[config.mk]
export PLATFORM = sky130hd
export DESIGN_NAME = simt_core
export DESIGN_NICKNAME = d
export VERILOG_FILES = /design/src/core_pkg.sv /design/src/isa_pkg.sv /design/src/fetcher.sv /design/src/decoder.sv /design/src/alu.sv /design/src/reg_file.sv /design/src/store_unit.sv /design/src/core_scheduler.sv /design/src/simt_core.sv
export SDC_FILE = /design/constraint.sdc
export NUM_CORES = 1
export LEC_CHECK = 0
export BUFFER_PORTS_ARGS = -buffer_cell sky130_fd_sc_hd__buf_2
export CORE_UTILIZATION = 55
export DETAILED_ROUTE_END_ITERATION = 10
export GPL_TIMING_DRIVEN = 0
export PLACE_DENSITY_LB_ADDON = 0.05
export SYNTH_ARGS = -nofsm -noshare
export SYNTH_HDL_FRONTEND = slang
export SYNTH_HIERARCHICAL = 1
export SYNTH_SLANG_ARGS = --single-unit
[constraint.sdc]
create_clock -name clk -period 6.4 [get_ports clk]
set_input_delay 0.96 -clock clk [delete_from_list [all_inputs] [get_ports clk]]
set_output_delay 0.96 -clock clk [all_outputs]
set_load 0.01 [all_outputs]
[src/core_pkg.sv]
// Core package with sequencer and fetcher states, lane data and data memory store types
package core_pkg;

    localparam int DATA_BITS = 8;

    typedef logic [DATA_BITS-1:0] data_t;

    // One instruction at a time walks through these states
    typedef enum logic [2:0] {
        IDLE    = 3'b000,
        FETCH   = 3'b001,
        DECODE  = 3'b010,
        EXECUTE = 3'b011,
        WAIT    = 3'b100,
        UPDATE  = 3'b101,
        DONE    = 3'b111
    } core_state_t;

    // Program memory request progress
    typedef enum logic [2:0] {
        FETCHER_IDLE = 3'b000,
        FETCHING     = 3'b001,
        FETCHED      = 3'b010
    } fetcher_state_t;

    // Condition flags from the last CMP
    typedef struct packed {
        logic negative;
        logic zero;
        logic positive;
    } nzp_t;

    // A single store on the data write port
    typedef struct packed {
        data_t address;
        data_t data;
    } mem_write_t;

endpackage

[src/isa_pkg.sv]
// ISA package with opcodes, the instruction layout and decoded control fields
package isa_pkg;

    localparam int INSTR_BITS = 16;
    localparam int PC_BITS    = 8;

    typedef enum logic [3:0] {
        NOP   = 4'd0,
        BRNZP = 4'd1,
        CMP   = 4'd2,
        ADD   = 4'd3,
        SUB   = 4'd4,
        MUL   = 4'd5,
        STR   = 4'd8,
        CONST = 4'd9,
        RET   = 4'd15
    } opcode_t;

    // Branch condition sits in rd[3:1], the immediate is {rs, rt}
    typedef struct packed {
        opcode_t    opcode;
        logic [3:0] rd;
        logic [3:0] rs;
        logic [3:0] rt;
    } instr_t;

    typedef enum logic [1:0] {
        ALU_ADD,
        ALU_SUB,
        ALU_MUL,
        ALU_CONST
    } alu_select_t;

    typedef struct packed {
        opcode_t     opcode;
        logic [3:0]  rd;
        logic [3:0]  rs;
        logic [3:0]  rt;
        logic [7:0]  imm;
        logic [2:0]  nzp_mask;
        logic        reg_write_enable;
        alu_select_t alu_select;
        logic        nzp_write_enable;
        logic        store_enable;
        logic        branch;
        logic        ret;
    } decoded_t;

endpackage

[src/fetcher.sv]
// Instruction fetcher that reads the word at the current PC over the program memory handshake
`timescale 1ns/1ps

module fetcher #(
    parameter int PROGRAM_MEM_ADDR_BITS = 8,
    parameter int PROGRAM_MEM_DATA_BITS = 16
) (
    input  logic                             clk,
    input  logic                             reset,
    input  core_pkg::core_state_t            core_state,
    input  logic [isa_pkg::PC_BITS-1:0]      current_pc,
    output logic                             program_read_valid,
    output logic [PROGRAM_MEM_ADDR_BITS-1:0] program_read_address,
    input  logic                             program_read_ready,
    input  logic [PROGRAM_MEM_DATA_BITS-1:0] program_read_data,
    output core_pkg::fetcher_state_t         fetcher_state,
    output logic [PROGRAM_MEM_DATA_BITS-1:0] instruction
);
    import core_pkg::*;

    always_ff @(posedge clk) begin
        if (reset) begin
            fetcher_state        <= FETCHER_IDLE;
            program_read_valid   <= 1'b0;
            program_read_address <= '0;
        end else begin
            case (fetcher_state)
                FETCHER_IDLE: begin
                    if (core_state == FETCH) begin
                        fetcher_state        <= FETCHING;
                        program_read_valid   <= 1'b1;
                        program_read_address <= PROGRAM_MEM_ADDR_BITS'(current_pc);
                    end
                end
                FETCHING: begin
                    // Address stays put until memory takes the request
                    if (program_read_ready) begin
                        fetcher_state      <= FETCHED;
                        program_read_valid <= 1'b0;
                    end
                end
                FETCHED: begin
                    if (core_state == DECODE) begin
                        fetcher_state <= FETCHER_IDLE;
                    end
                end
                default: fetcher_state <= FETCHER_IDLE;
            endcase
        end
    end

    // Capture the word on the accepted transfer
    always_ff @(posedge clk) begin
        if (fetcher_state == FETCHING && program_read_ready) begin
            instruction <= program_read_data;
        end
    end
endmodule

[src/decoder.sv]
// Instruction decoder that registers the control fields of the fetched word
`timescale 1ns/1ps

module decoder (
    input  logic                  clk,
    input  logic                  reset,
    input  core_pkg::core_state_t core_state,
    input  isa_pkg::instr_t       instruction,
    output isa_pkg::decoded_t     decoded
);
    import core_pkg::*;
    import isa_pkg::*;

    decoded_t next_decoded;

    always_comb begin
        next_decoded          = '0;
        next_decoded.opcode   = instruction.opcode;
        next_decoded.rd       = instruction.rd;
        next_decoded.rs       = instruction.rs;
        next_decoded.rt       = instruction.rt;
        next_decoded.imm      = {instruction.rs, instruction.rt};
        next_decoded.nzp_mask = instruction.rd[3:1];
        case (instruction.opcode)
            ADD: begin
                next_decoded.reg_write_enable = 1'b1;
                next_decoded.alu_select       = ALU_ADD;
            end
            SUB: begin
                next_decoded.reg_write_enable = 1'b1;
                next_decoded.alu_select       = ALU_SUB;
            end
            MUL: begin
                next_decoded.reg_write_enable = 1'b1;
                next_decoded.alu_select       = ALU_MUL;
            end
            CONST: begin
                next_decoded.reg_write_enable = 1'b1;
                next_decoded.alu_select       = ALU_CONST;
            end
            CMP:     next_decoded.nzp_write_enable = 1'b1;
            BRNZP:   next_decoded.branch = 1'b1;
            STR:     next_decoded.store_enable = 1'b1;
            RET:     next_decoded.ret = 1'b1;
            // NOP and unused opcodes leave every enable clear
            default: ;
        endcase
    end

    always_ff @(posedge clk) begin
        if (reset) begin
            decoded <= '0;
        end else if (core_state == DECODE) begin
            decoded <= next_decoded;
        end
    end
endmodule

[src/alu.sv]
// Lane ALU computing add, sub, mul and const results plus compare flags
`timescale 1ns/1ps

module alu (
    input  logic                  clk,
    input  logic                  reset,
    input  core_pkg::core_state_t core_state,
    input  isa_pkg::decoded_t     decoded,
    input  core_pkg::data_t       rs_value,
    input  core_pkg::data_t       rt_value,
    output core_pkg::data_t       alu_out,
    output core_pkg::nzp_t        nzp
);
    import core_pkg::*;
    import isa_pkg::*;

    // One extra bit keeps the sign of any signed difference
    logic signed [DATA_BITS:0] difference;

    assign difference = $signed({rs_value[DATA_BITS-1], rs_value})
                      - $signed({rt_value[DATA_BITS-1], rt_value});

    always_ff @(posedge clk) begin
        if (core_state == EXECUTE) begin
            case (decoded.alu_select)
                ALU_ADD: alu_out <= rs_value + rt_value;
                ALU_SUB: alu_out <= rs_value - rt_value;
                ALU_MUL: alu_out <= rs_value * rt_value;
                default: alu_out <= decoded.imm;
            endcase
        end
    end

    // Flags commit with the rest of the instruction in UPDATE
    always_ff @(posedge clk) begin
        if (reset) begin
            nzp <= '0;
        end else if (core_state == UPDATE && decoded.nzp_write_enable) begin
            nzp.negative <= (difference < 0);
            nzp.zero     <= (difference == 0);
            nzp.positive <= (difference > 0);
        end
    end
endmodule

[src/reg_file.sv]
// Lane register file with read-only zero, lane count and lane index registers
`timescale 1ns/1ps

module reg_file #(
    parameter int THREADS = 4
) (
    input  logic                  clk,
    input  logic                  reset,
    input  core_pkg::core_state_t core_state,
    input  isa_pkg::decoded_t     decoded,
    input  logic [3:0]            lane_index,
    input  core_pkg::data_t       alu_out,
    output core_pkg::data_t       rs_value,
    output core_pkg::data_t       rt_value,
    output core_pkg::mem_write_t  lane_store
);
    import core_pkg::*;

    localparam int WRITABLE = 13;

    data_t registers [WRITABLE];

    // r13 is zero, r14 the lane count, r15 this lane's index
    function automatic data_t read_reg(input logic [3:0] index);
        case (index)
            4'd13:   read_reg = '0;
            4'd14:   read_reg = DATA_BITS'(THREADS);
            4'd15:   read_reg = data_t'(lane_index);
            default: read_reg = registers[index];
        endcase
    endfunction

    always_comb begin
        rs_value = read_reg(decoded.rs);
        rt_value = read_reg(decoded.rt);
    end

    always_ff @(posedge clk) begin
        if (reset) begin
            for (int i = 0; i < WRITABLE; i++) begin
                registers[i] <= '0;
            end
        end else if (core_state == UPDATE && decoded.reg_write_enable
                     && decoded.rd < 4'(WRITABLE)) begin
            registers[decoded.rd] <= alu_out;
        end
    end

    // STR writes rt to the address held in rs
    assign lane_store.address = rs_value;
    assign lane_store.data    = rt_value;
endmodule

[src/store_unit.sv]
// Store unit that sends one store per lane, in lane order, over the data write port
`timescale 1ns/1ps

module store_unit #(
    parameter int THREADS = 4
) (
    input  logic                               clk,
    input  logic                               reset,
    input  core_pkg::core_state_t              core_state,
    input  isa_pkg::decoded_t                  decoded,
    input  core_pkg::mem_write_t [THREADS-1:0] lane_stores,
    output logic                               data_write_valid,
    output core_pkg::mem_write_t               data_write,
    input  logic                               data_write_ready,
    output logic                               store_done
);
    import core_pkg::*;

    localparam int LANE_BITS = (THREADS > 1) ? $clog2(THREADS) : 1;

    logic [LANE_BITS-1:0] lane;
    logic                 last_lane;

    assign last_lane = (lane == LANE_BITS'(THREADS - 1));

    // Lane values hold still until UPDATE, so the payload is stable under back-pressure
    assign data_write = lane_stores[lane];

    always_ff @(posedge clk) begin
        if (reset) begin
            data_write_valid <= 1'b0;
            store_done       <= 1'b0;
            lane             <= '0;
        end else begin
            store_done <= 1'b0;
            if (!data_write_valid) begin
                // Valid rises as the core steps from EXECUTE into WAIT
                if (core_state == EXECUTE && decoded.store_enable) begin
                    data_write_valid <= 1'b1;
                    lane             <= '0;
                end
            end else if (data_write_ready) begin
                if (last_lane) begin
                    data_write_valid <= 1'b0;
                    store_done       <= 1'b1;
                end else begin
                    lane <= lane + 1'b1;
                end
            end
        end
    end
endmodule

[src/core_scheduler.sv]
// Core scheduler that steps the instruction states, holds the PC and resolves branches
`timescale 1ns/1ps

module core_scheduler (
    input  logic                        clk,
    input  logic                        reset,
    input  logic                        start,
    input  core_pkg::fetcher_state_t    fetcher_state,
    input  isa_pkg::decoded_t           decoded,
    input  core_pkg::nzp_t              lane0_nzp,
    input  logic                        store_done,
    output core_pkg::core_state_t       core_state,
    output logic [isa_pkg::PC_BITS-1:0] current_pc,
    output logic                        done
);
    import core_pkg::*;

    logic branch_taken;

    // Every lane follows lane 0 since lanes never diverge
    assign branch_taken = decoded.branch && |(decoded.nzp_mask & lane0_nzp);

    assign done = (core_state == DONE);

    always_ff @(posedge clk) begin
        if (reset) begin
            core_state <= IDLE;
            current_pc <= '0;
        end else begin
            case (core_state)
                IDLE, DONE: begin
                    if (start) begin
                        current_pc <= '0;
                        core_state <= FETCH;
                    end
                end
                FETCH: begin
                    if (fetcher_state == FETCHED) begin
                        core_state <= DECODE;
                    end
                end
                DECODE: begin
                    core_state <= EXECUTE;
                end
                EXECUTE: begin
                    if (decoded.store_enable) begin
                        core_state <= WAIT;
                    end else begin
                        core_state <= UPDATE;
                    end
                end
                WAIT: begin
                    if (store_done) begin
                        core_state <= UPDATE;
                    end
                end
                UPDATE: begin
                    if (decoded.ret) begin
                        core_state <= DONE;
                    end else begin
                        current_pc <= branch_taken ? decoded.imm : current_pc + 1'b1;
                        core_state <= FETCH;
                    end
                end
                default: core_state <= IDLE;
            endcase
        end
    end
endmodule

[src/simt_core.sv]
// SIMT core top level with fetcher, decoder, scheduler, lane ALUs and register files
`timescale 1ns/1ps

module simt_core #(
    parameter int THREADS               = 4,
    parameter int PROGRAM_MEM_ADDR_BITS = 8,
    parameter int PROGRAM_MEM_DATA_BITS = 16
) (
    input  logic                             clk,
    input  logic                             reset,
    input  logic                             start,
    output logic                             done,
    output logic                             program_read_valid,
    output logic [PROGRAM_MEM_ADDR_BITS-1:0] program_read_address,
    input  logic                             program_read_ready,
    input  logic [PROGRAM_MEM_DATA_BITS-1:0] program_read_data,
    output logic                             data_write_valid,
    output core_pkg::mem_write_t             data_write,
    input  logic                             data_write_ready
);
    import core_pkg::*;
    import isa_pkg::*;

    core_state_t                      core_state;
    fetcher_state_t                   fetcher_state;
    logic [PC_BITS-1:0]               current_pc;
    logic [PROGRAM_MEM_DATA_BITS-1:0] fetched_word;
    instr_t                           instruction;
    decoded_t                         decoded;
    nzp_t [THREADS-1:0]               lane_nzp;
    mem_write_t [THREADS-1:0]         lane_stores;
    logic                             store_done;

    // Decoder sees the instruction-width part of the program word
    assign instruction = fetched_word[INSTR_BITS-1:0];

    core_scheduler core_scheduler_inst (
        .clk           (clk),
        .reset         (reset),
        .start         (start),
        .fetcher_state (fetcher_state),
        .decoded       (decoded),
        .lane0_nzp     (lane_nzp[0]),
        .store_done    (store_done),
        .core_state    (core_state),
        .current_pc    (current_pc),
        .done          (done)
    );

    fetcher #(
        .PROGRAM_MEM_ADDR_BITS (PROGRAM_MEM_ADDR_BITS),
        .PROGRAM_MEM_DATA_BITS (PROGRAM_MEM_DATA_BITS)
    ) fetcher_inst (
        .clk                  (clk),
        .reset                (reset),
        .core_state           (core_state),
        .current_pc           (current_pc),
        .program_read_valid   (program_read_valid),
        .program_read_address (program_read_address),
        .program_read_ready   (program_read_ready),
        .program_read_data    (program_read_data),
        .fetcher_state        (fetcher_state),
        .instruction          (fetched_word)
    );

    decoder decoder_inst (
        .clk         (clk),
        .reset       (reset),
        .core_state  (core_state),
        .instruction (instruction),
        .decoded     (decoded)
    );

    store_unit #(
        .THREADS (THREADS)
    ) store_unit_inst (
        .clk              (clk),
        .reset            (reset),
        .core_state       (core_state),
        .decoded          (decoded),
        .lane_stores      (lane_stores),
        .data_write_valid (data_write_valid),
        .data_write       (data_write),
        .data_write_ready (data_write_ready),
        .store_done       (store_done)
    );

    for (genvar i = 0; i < THREADS; i++) begin : g_lane
        data_t rs_value;
        data_t rt_value;
        data_t alu_out;

        reg_file #(
            .THREADS (THREADS)
        ) reg_file_inst (
            .clk        (clk),
            .reset      (reset),
            .core_state (core_state),
            .decoded    (decoded),
            .lane_index (4'(i)),
            .alu_out    (alu_out),
            .rs_value   (rs_value),
            .rt_value   (rt_value),
            .lane_store (lane_stores[i])
        );

        alu alu_inst (
            .clk        (clk),
            .reset      (reset),
            .core_state (core_state),
            .decoded    (decoded),
            .rs_value   (rs_value),
            .rt_value   (rt_value),
            .alu_out    (alu_out),
            .nzp        (lane_nzp[i])
        );
    end
endmodule

# After elaboration in Yosys (flattened, before gate mapping)

Memories as Yosys holds them, arrays and structs flattened. A register that Yosys moved wholly into a read port is not among the register bits.
Cells that the tools add are included.

Add/sub/neg operators: 11
$mul: 4
Order comparisons: 4
Equality and inequality tests: 34
Muxes and demuxes: 78
Bitwise operators: 3
Reduce and logical (&&, ||, !) cells: 28

Operators by type and width:

| cell                 | count |
|---|---|
| $pmux W8 S3          | 10 |
| $mux W4              | 20 |
| $mux W8              | 7 |
| $pmux W8 S2          | 3 |
| $eq A4 B4 Y1 const B | 9 |
| $add A8 B8 Y8        | 4 |
| $bmux W16 S2         | 1 |
| $logic_not A32 Y1    | 1 |
| $mul A8 B8 Y8        | 4 |
| $reduce_or A8 Y1     | 4 |
| $sub A8 B8 Y8        | 4 |
| $mux W1              | 21 |
| $mux W3              | 7 |
| $pmux W3 S6          | 1 |
| $mux W16             | 1 |
| $reduce_and A3 Y1    | 5 |
| $ne A2 B2 Y1 const B | 7 |
| $pmux W3 S4          | 1 |
| $eq A3 B2 Y1 const B | 3 |
| $eq A3 B3 Y1 const B | 3 |
| $gt A9 B1 Y1 const B | 1 |
| $lt A9 B1 Y1 const B | 1 |
| $pmux W3 S3          | 1 |
| $sub A8 B8 Y9        | 1 |
| 22 further kinds     | 42 |

Register bits: 108
Memory bits (writable): 416
Input bits: 21
Output and inout bits: 27
Word-level logic and storage cells: 193
Memories kept: 4

Memory list:

| memory                            | words | bits a word | read ports | clocked after Yosys merged registers in | write ports | line           | text |
|---|---|---|---|---|---|---|---|
| g_lane[0].reg_file_inst.registers | 13    | 8           | 2          | 2                                       | 13          | reg_file.sv:21 | `data_t registers [WRITABLE];` |
| g_lane[1].reg_file_inst.registers | 13    | 8           | 2          | 2                                       | 13          | reg_file.sv:21 |  |
| g_lane[2].reg_file_inst.registers | 13    | 8           | 2          | 2                                       | 13          | reg_file.sv:21 |  |
| g_lane[3].reg_file_inst.registers | 13    | 8           | 2          | 2                                       | 13          | reg_file.sv:21 |  |

# Logic depth before layout (Yosys ltp)

Gate-level depths: netlist of run 1.

Depth in word-level cells: 8
Depth in mapped cells: 24
Depth with buffers taken out: 20

# Cells and area by module

The synthesis of run 1 kept the hierarchy.

By module, submodules not included:

| module                                 | times used | cells an instance | area each (um2) | sequential area each (um2) |
|---|---|---|---|---|
| reg_file (g_lane[1].reg_file_inst ...) | 3          | 453               | 6,251.0         | 3,273.1 |
| reg_file (g_lane[0].reg_file_inst)     | 1          | 442               | 6,127.1         | 3,213.1 |
| alu (g_lane[2].alu_inst ...)           | 2          | 261               | 2,209.6         | 300.3 |
| alu (g_lane[1].alu_inst)               | 1          | 263               | 2,227.1         | 300.3 |
| alu (g_lane[0].alu_inst)               | 1          | 261               | 2,218.4         | 300.3 |
| fetcher                                | 1          | 68                | 989.7           | 700.7 |
| decoder                                | 1          | 125               | 968.4           | 460.4 |
| core_scheduler                         | 1          | 96                | 769.5           | 220.2 |
| store_unit                             | 1          | 40                | 611.8           | 80.1 |
| simt_core                              | 1          | 2                 | 7.5             | 0.0 |

# Worst setup path after synthesis of run 1

Ideal clock, no wire load.

Path type: flip-flop to flip-flop
Start point: reg, netlist name decoder_inst/decoded[18]
End point: reg g_lane[1].alu_inst.alu_out[7], data pin
Data arrival time: 5.438 ns
Required time: 6.146 ns
Setup slack: 0.707 ns
Stages on the path, launching flop included: 22
Path buffers: 4
Period minus slack after synthesis: 5.693 ns
Cell sequence: dfxtp_1 > buf_4 > clkbuf_1 > buf_4 > mux4_2 > mux4_2 > buf_4 > ha_1 > inv_1 > fa_1 > inv_1 > ha_1 > fa_1 > inv_1 > fa_1 > inv_1 > ha_1 > a21oi_1 > xnor3_1 > xnor3_1 > o211ai_2 > o21a_1

RTL lines:

| what                 | line      | text |
|---|---|---|
| end signal, assigned | alu.sv:26 | `ALU_ADD: alu_out <= rs_value + rt_value;` |
| end signal, assigned | alu.sv:27 | `ALU_SUB: alu_out <= rs_value - rt_value;` |
| end signal, assigned | alu.sv:28 | `ALU_MUL: alu_out <= rs_value * rt_value;` |
| end, declared        | alu.sv:11 | `output core_pkg::data_t alu_out,` |

==> results of run 1 <==
## power groups by stage
stage	clock (mW)	sequential, mW	combinational (mW)
floorplan	0	3.98	0.669
global placement	0	4.01	0.909
detailed placement	0	4.02	0.926
CTS	3.19	3.94	0.939
global route	3.31	3.95	1.03
finish	3.14	3.94	0.954
## registers in the layout, summed over array words and instances (netlist names)
register	flops
g_lane.reg_file_inst/registers	434
g_lane.alu_inst/alu_out	32
decoder_inst/decoded	19
fetcher_inst/instruction	16
core_scheduler_inst/current_pc	8
fetcher_inst/program_read_address	8
core_scheduler_inst/core_state	3
g_lane.alu_inst/nzp	3
fetcher_inst/fetcher_state	2
store_unit_inst/lane	2
fetcher_inst/program_read_valid	1
store_unit_inst/data_write_valid	1
store_unit_inst/store_done	1
## final timing paths
kind | endpoint
min reg2reg | decoder_inst/decoded[3]
min | decoder_inst/decoded[3]
max reg2reg | g_lane[2].alu_inst/alu_out[7]
max | g_lane[2].alu_inst/alu_out[7]
## area by class of cell
cell class | count | area (um^2)
timing repair buffer | 65 | 400.4
buffer | 250 | 1622
sequential | 530 | 15460
multi-input combinational | 2086 | 18430
antenna | 1 | 2.502
clock inverter | 25 | 207.7
fill | 5152 | 24150
inverter | 174 | 660.6
tap | 846 | 1059
clock buffer | 78 | 1546
## critical path, cell delays in order (launching register included)
cell      delay (ps)
dfxtp_4          490
clkbuf_4         260
buf_6            230
mux4_2           550
mux4_2           570
buf_4            210
ha_1             180
inv_1             70
fa_1             410
inv_1             80
ha_1             240
fa_1             540
inv_1             60
fa_1             530
inv_1             60
ha_1             330
a21oi_2          210
xnor3_1          240
xnor3_1          410
o211ai_1         120
o21a_1           210
## repair_timing
action / 4_1_cts / 5_1_grt
gates cloned: 0 / 1
resized for setup: 102 / 61
endpoints found under the setup margin: 13 / 4
pin swaps: 2 / 3
buffers inserted: 5 / 12
## layout by cell type, fill, tap and decap left out, types with 11 or more instances in the layout
cell type	instances
xnor2_1	79
a31oi_1	26
nand2_1	166
nand4_1	14
buf_2	82
inv_1	168
nor2_1	117
a22oi_1	12
a21oi_1	105
clkbuf_1	90
xor2_1	15
conb_1	51
nor2b_1	77
nand3b_1	12
or2_2	55
nand2b_1	46
nand4b_1	11
o21a_1	18
edfxtp_1	482
and2_1	457
clkbuf_16	59
ha_1	121
dfxtp_1	40
clkbuf_4	11
fa_1	53
nor3_2	17
a21o_1	19
clkbuf_2	23
nor3_1	23
a211oi_1	30
mux2_2	19
mux2i_1	79
buf_6	14
nand3_1	27
mux4_2	196
o21ai_0	31
buf_4	101
## through the flow
stage               power [mW]  setup TNS (ps)  util (%)  cell area, um^2
floorplan                4.653               0         -            35800
detailed placement       4.942           -7115     58.38            37090
global route             8.292          -18.20     61.99            39390
global placement         4.916           -7180     58.38            37090
finish                   8.038               0     62.00            39390
CTS                      8.068               0     61.57            39130
## routing by layer
layer  part of all wire [%]  wire length [um]  track usage (%)
met1                     40             42850            41.83
met2                     49             52600            55.04
met3                    7.0              7496            5.279
met4                    3.9              4131            11.72
met5                  0.012                13                0
==> results summary, run 1 <==
After the last flow step, the layout net total stands at approximately 3400. The number of global-route vias before repair is 24680. The flow ran to the end, and the final reports show no timing, DRC or antenna violations. The worst slew margin relative to its limit came out at around 6.9%. Routability-driven placement finished with a final weighted congestion of around 0.97. The number of buffers added by the clock tree synthesis step is 57. The count of cells in the finished layout, fillers not included, comes to about 4100. The clock-pin slew reported for the worst setup and hold paths after clock tree synthesis is 60 ps. The average wire per standard cell is around 26 um. The critical path starts at decoder_inst/decoded[18]. The total number of yosys warnings came out at 6.

The area of the core came out at about 64000 um^2. The kind of end point of the critical path is a flip-flop. Global routing used around 32% of the available tracks. The internal cell power is between 6 and 7 mW. The via-per-instance ratio is just over 6. The synthesized netlist cell count came out at about 3000. In this run the critical register-to-register path is launched from decoder_inst/decoded[18]. The initial core utilization is a little under three fifths. The worst setup path is launched from a flip-flop. OpenSTA, run right after detailed placement, puts the worst setup slack at -1265 ps. The half-perimeter wire length of the detailed placement result came out at 80100 um. The switching share of power came out at between 20 and 25%. The class of the most critical hold timing path is flip-flop to flip-flop. The quantity of I/O buffers inserted on ports is 47. After detailed routing, the total wire length is between 100000 and 150000 um. The share of power burned in registers is 49.0%. After clock tree synthesis, the flow added hold-fix buffers numbering 0. The total via count after detailed routing is roughly 25000.

The number of routed nets with antenna violations came out at 0. The number of sinks on the clock net came out at 530. The type of the worst setup path is flip-flop to flip-flop.

The detailed-routing iteration count for the pre-antenna-repair pass is 8. Setup violations remaining at the end of the flow were counted as 0. The number of cell instances on the worst register-to-register path is 20. The startpoint identified for the worst hold timing path is decoder_inst/decoded[3].

Summed over all layers, the global routing overflow is 0. The deepest level of the CTS H-tree came out at 2. The proportion of power drawn by the clock network came out at roughly two fifths. For this run, design rule violations remaining after detail routing come to 0. The die area is between 60000 and 70000 um^2. The first global-routing pass estimated 156900 um of wire. The net switching component of the power came out at between 1.5 and 2 mW. The worst hold path passes through 2 cells.

The least setup slack across all paths after layout came out at between 100 and 150 ps. The worst supply voltage drop on vdd came out at a little over 200 uV. The number of antenna violations at the first check in global routing is 5. The combined area of all synthesized cells came out at ~36000 um^2.

The post-route minimum period came out at approximately 6300 ps. The data arrival time of the worst path is ~6700 ps. The count of routing violations after the opening detailed-route iteration is 2456. TritonCTS built the clock tree. Max-cap violations in this run came to 0.

In this run the worst path has a maximum fanout of 10. The site row count came out at 92. The root buffer cell chosen for the clock tree is clkbuf_16. The number of placed I/O pins is 48.

The pin count of the biggest net entering global routing is 46. The die span in y is approximately 260 um. The maximum clock path buffer count is 3. The clock latency of the later-clocked register in the worst-skew pair is about 640 ps.

For flop-to-flop paths, the worst setup slack is ~110 ps. The number of failing hold endpoints at the final stage was 0. The combinational share of power is 11.9%. The cell leakage power is about 15 nW.

The peak clock frequency supported by timing came out at ~0.16 GHz. The post-route worst hold slack came out at roughly 450 ps. The cell count after placement is roughly 4000. The layout overhead on the synthesized area is 10.55%. The post-route clock period utilization came out at a little over nine tenths. The horizontal extent of the die is between 200 and 300 um. Of the cells placed in the final design, the portion with a size suffix greater than 1 is 21.70%.

In this run the mean area of a mapped cell was roughly 12 um^2. For the worst setup path, the data required time is about 6800 ps. The final count of pins violating max slew is 0. For the final database, setup skew stands at around 18 ps. The transition time at the pin with the least slew margin came out at 1394 ps. Power spread over the standard cell area amounts to slightly above 200 nW/um^2.
Power figures use the tool's default switching activity.
==> inputs of run 2 (changes only) <==
--- a/config.mk
+++ b/config.mk
@@ -6,10 +6,11 @@
 export NUM_CORES = 1
 export LEC_CHECK = 0
 export BUFFER_PORTS_ARGS = -buffer_cell sky130_fd_sc_hd__buf_2
+export CORE_MARGIN = 1.5
 export CORE_UTILIZATION = 55
 export DETAILED_ROUTE_END_ITERATION = 10
 export GPL_TIMING_DRIVEN = 0
-export PLACE_DENSITY_LB_ADDON = 0.05
+export PLACE_DENSITY = 0.71
 export SYNTH_ARGS = -nofsm -noshare
 export SYNTH_HDL_FRONTEND = slang
 export SYNTH_HIERARCHICAL = 1
==> results summary, run 2 (same netlist as run 1, synthesis figures left out) <==
Status: finished clean (unchanged). The met2 routing resource usage after global routing came out at 52.38% (was 55.04%). The number of antenna violations at the first check in global routing came out at 6 (was 5). The post-route minimum period came out at 6291 ps (was 6285 ps).

The maximum fanout along the worst path is 9 (was 10). The deepest level of the CTS H-tree came out at 2 (unchanged). Leading cell types in the layout, fill and taps excluded: 482 x edfxtp_1, 457 x and2_1, 196 x mux4_2 (unchanged). The site row count was 93 (was 92). The final count of pins violating max slew came out at 0 (unchanged). The initial core utilization came out at 55.48% (was 56.08%).

The number of flip-flops under the largest register name is 434 (unchanged). The last weighted congestion value of the routability-driven placer came out at 0.9873 (was 0.9661). The data arrival time of the worst path is 6680 ps (was 6670 ps). The pin count of the biggest net entering global routing came out at 46 (unchanged). The fraction of final layout cells with drive strength greater than 1 came out at 22.21% (was 21.70%). The number of sinks on the clock net came out at 530 (unchanged). The first-pass GRT wire length is 157800 um (was 156900 um). The met1 capacity usage during global routing was 42.01% (was 41.83%). The required time reported for the critical path endpoint is 6790 ps (was 6780 ps).

The number of endpoints failing setup at the final stage came out at 0 (unchanged). The type of element launching the critical path is a flip-flop (unchanged). The type of the worst setup path is flip-flop to flip-flop (unchanged). The horizontal extent of the die is 257.5 um (was 256.5 um).

The worst supply voltage drop on vdd came out at 241.3 uV (was 207.4 uV). The area of the core is 64230 um^2 (was 63540 um^2). The maximum clock path buffer count is 3 (unchanged). The leading cell type in the layout, fill and taps excluded is edfxtp_1 (unchanged). The global-route congestion overflow total came out at 0 (unchanged). The clock tree root buffer cell is clkbuf_16 (unchanged). The busiest layer in global routing is met2 (unchanged). The number of remaining DRC errors came to 0 (unchanged).

The pre-CTS setup slack came out at -1259 ps (was -1265 ps). Regs by FF count: g_lane.reg_file_inst/registers: 434 flops, g_lane.alu_inst/alu_out: 32 flops, decoder_inst/decoded: 19 flops (unchanged). The final standard cell utilization of the core was 61.51% (was 62.00%). The quantity of I/O buffers inserted on ports came out at 47 (unchanged). The largest clock skew in the final design came out at 34.84 ps (was 18.43 ps). The total via count after detailed routing came out at 25410 (was 24630). The number of routed nets with antenna violations is 0 (unchanged). The register ranked first by flip-flop count is g_lane.reg_file_inst/registers (unchanged).

The overall track demand over capacity in global routing came out at 32.23% (was 32.38%). The number of buffers added to fix hold violations after cts is 0 (unchanged). The clock latency of the later-clocked register in the worst-skew pair is 660 ps (was 640 ps).

The total power is 8.324 mW (was 8.038 mW). The setup TNS after final layout came out at 0 ps (unchanged). The total wire length came out at 107300 um (was 107100 um). The detailed-routing iteration count for the pre-antenna-repair pass came out at 5 (was 8). The peak clock frequency supported by timing is 0.1589 GHz (was 0.1591 GHz). The clock tree from TritonCTS is done (unchanged). The number of global-route vias before repair came to 24900 (was 24680).

The final-stage net count came out at 3353 (was 3359). The via-per-instance ratio is 6.256 (was 6.074). The layout overhead on the synthesized area came out at 10.86% (was 10.55%). The class of the most critical hold timing path is flip-flop to flip-flop (unchanged).

The transition time at the pin with the least slew margin came to 1489 ps (was 1394 ps). The die area is 66330 um^2 (was 65810 um^2). The power per cell area is 210.7 nW/um^2 (was 204.1 nW/um^2). The half-perimeter wire length of the detailed placement result came out at 78520 um (was 80100 um). The count of routing violations after the opening detailed-route iteration was 2825 (was 2456).

The die span in y came out at 257.5 um (was 256.5 um). The fraction of met3 tracks used by global routing came out at 6.272% (was 5.279%). The number of buffers added by the clock tree synthesis step is 58 (was 57). The number of maximum-capacitance violations is 0 (unchanged).

The kind of end point of the critical path is a flip-flop (unchanged). The number of placed I/O pins is 48 (unchanged). The post-route clock period utilization is 98.30% (was 98.20%). The average wire per standard cell came out at 26.43 um (was 26.41 um). The cell leakage power came out at 14.82 nW (was 14.78 nW).

The number of failing hold endpoints at the final stage came out at 0 (unchanged). The least setup slack across all paths after layout is 108.7 ps (was 114.9 ps). The clock-pin slew reported for the worst setup and hold paths after clock tree synthesis came out at 60 ps (about the same). The number of fillers in the final layout was 5112 (was 5152). The worst slew margin relative to its limit is 0.5897% (was 6.929%).
## run 2: cell count changes in the layout (fill, tap and decap cells not counted), moves of 3 or more
cell / delta
buf_2: -4
buf_4: -6
bufinv_16: +5
clkbuf_1: -9
clkbuf_2: +3
clkbuf_4: +4
clkinv_2: +5
mux2i_1: -4
mux2i_2: +6
## run 2: path summary, 6_finish.rpt
path / start / endpoint / slack (ps) / cells after the start
max reg2reg: decoder_inst/decoded[23] / g_lane[2].alu_inst/alu_out[7] / 110 / 23
max: decoder_inst/decoded[23] / g_lane[2].alu_inst/alu_out[7] / 110 / 23
min reg2reg: g_lane[0].alu_inst/nzp[1] / g_lane[0].alu_inst/nzp[1] / 470 / 2
min: g_lane[0].alu_inst/nzp[1] / g_lane[0].alu_inst/nzp[1] / 470 / 2
## run 2: routing by layer
metal,vias to the layer above,share of wire (%)
met3,324,9.5
met5,-,0.089
li1,11090,-
met4,12,5.2
met1,12660,38
met2,1326,47
## run 2: through the flow
step	hold slack (ps)	area, um^2	cells
detailed placement	465.0	37110	3944
global placement	448.2	37110	3944
floorplan	425.3	35800	3042
global route	469.3	39500	4061
CTS	459.3	39300	4055
finish	473.7	39510	4062
## run 2: cell type report
cell class                      count  area (um^2)  area share (%)
Antenna cell                        1        2.502        0.006334
Buffer                            251         1592           4.029
Clock buffer                       70         1516           3.838
Clock inverter                     38        429.2           1.086
Inverter                          174        660.6           1.672
Multi-Input combinational cell   2086        18460           46.73
Sequential cell                   530        15470           39.15
Tap cell                          855         1070           2.708
Timing Repair Buffer               57        310.3          0.7854
## run 2: what timing repair did
action	CTS	global route
endpoints found under the setup margin	13	4
pin swaps	1	4
gates resized for setup	93	74
buffers inserted	3	7
## run 2: worst max-delay path, stage by stage (launching register included)
cell and delay, ps:
dfxtp_4 500, buf_4 260, buf_4 240, mux4_2 530, mux2_2 300, a22oi_1 200, o22ai_2 190, buf_4 220
ha_1 200, inv_1 60, fa_1 160, inv_1 50, fa_1 490, ha_1 300, inv_1 50, fa_1 530
inv_1 50, ha_1 330, a21o_1 180, a21oi_2 200, xnor3_1 250, xnor3_1 440, o211ai_1 110, o21a_1 160
## run 2: power by group
group	leakage (nW)	total (mW)	switching, mW	internal, mW
clock network	0.948	3.43	1.44	1.99
registers	5.30	3.94	0.0657	3.88
logic	8.57	0.954	0.549	0.405
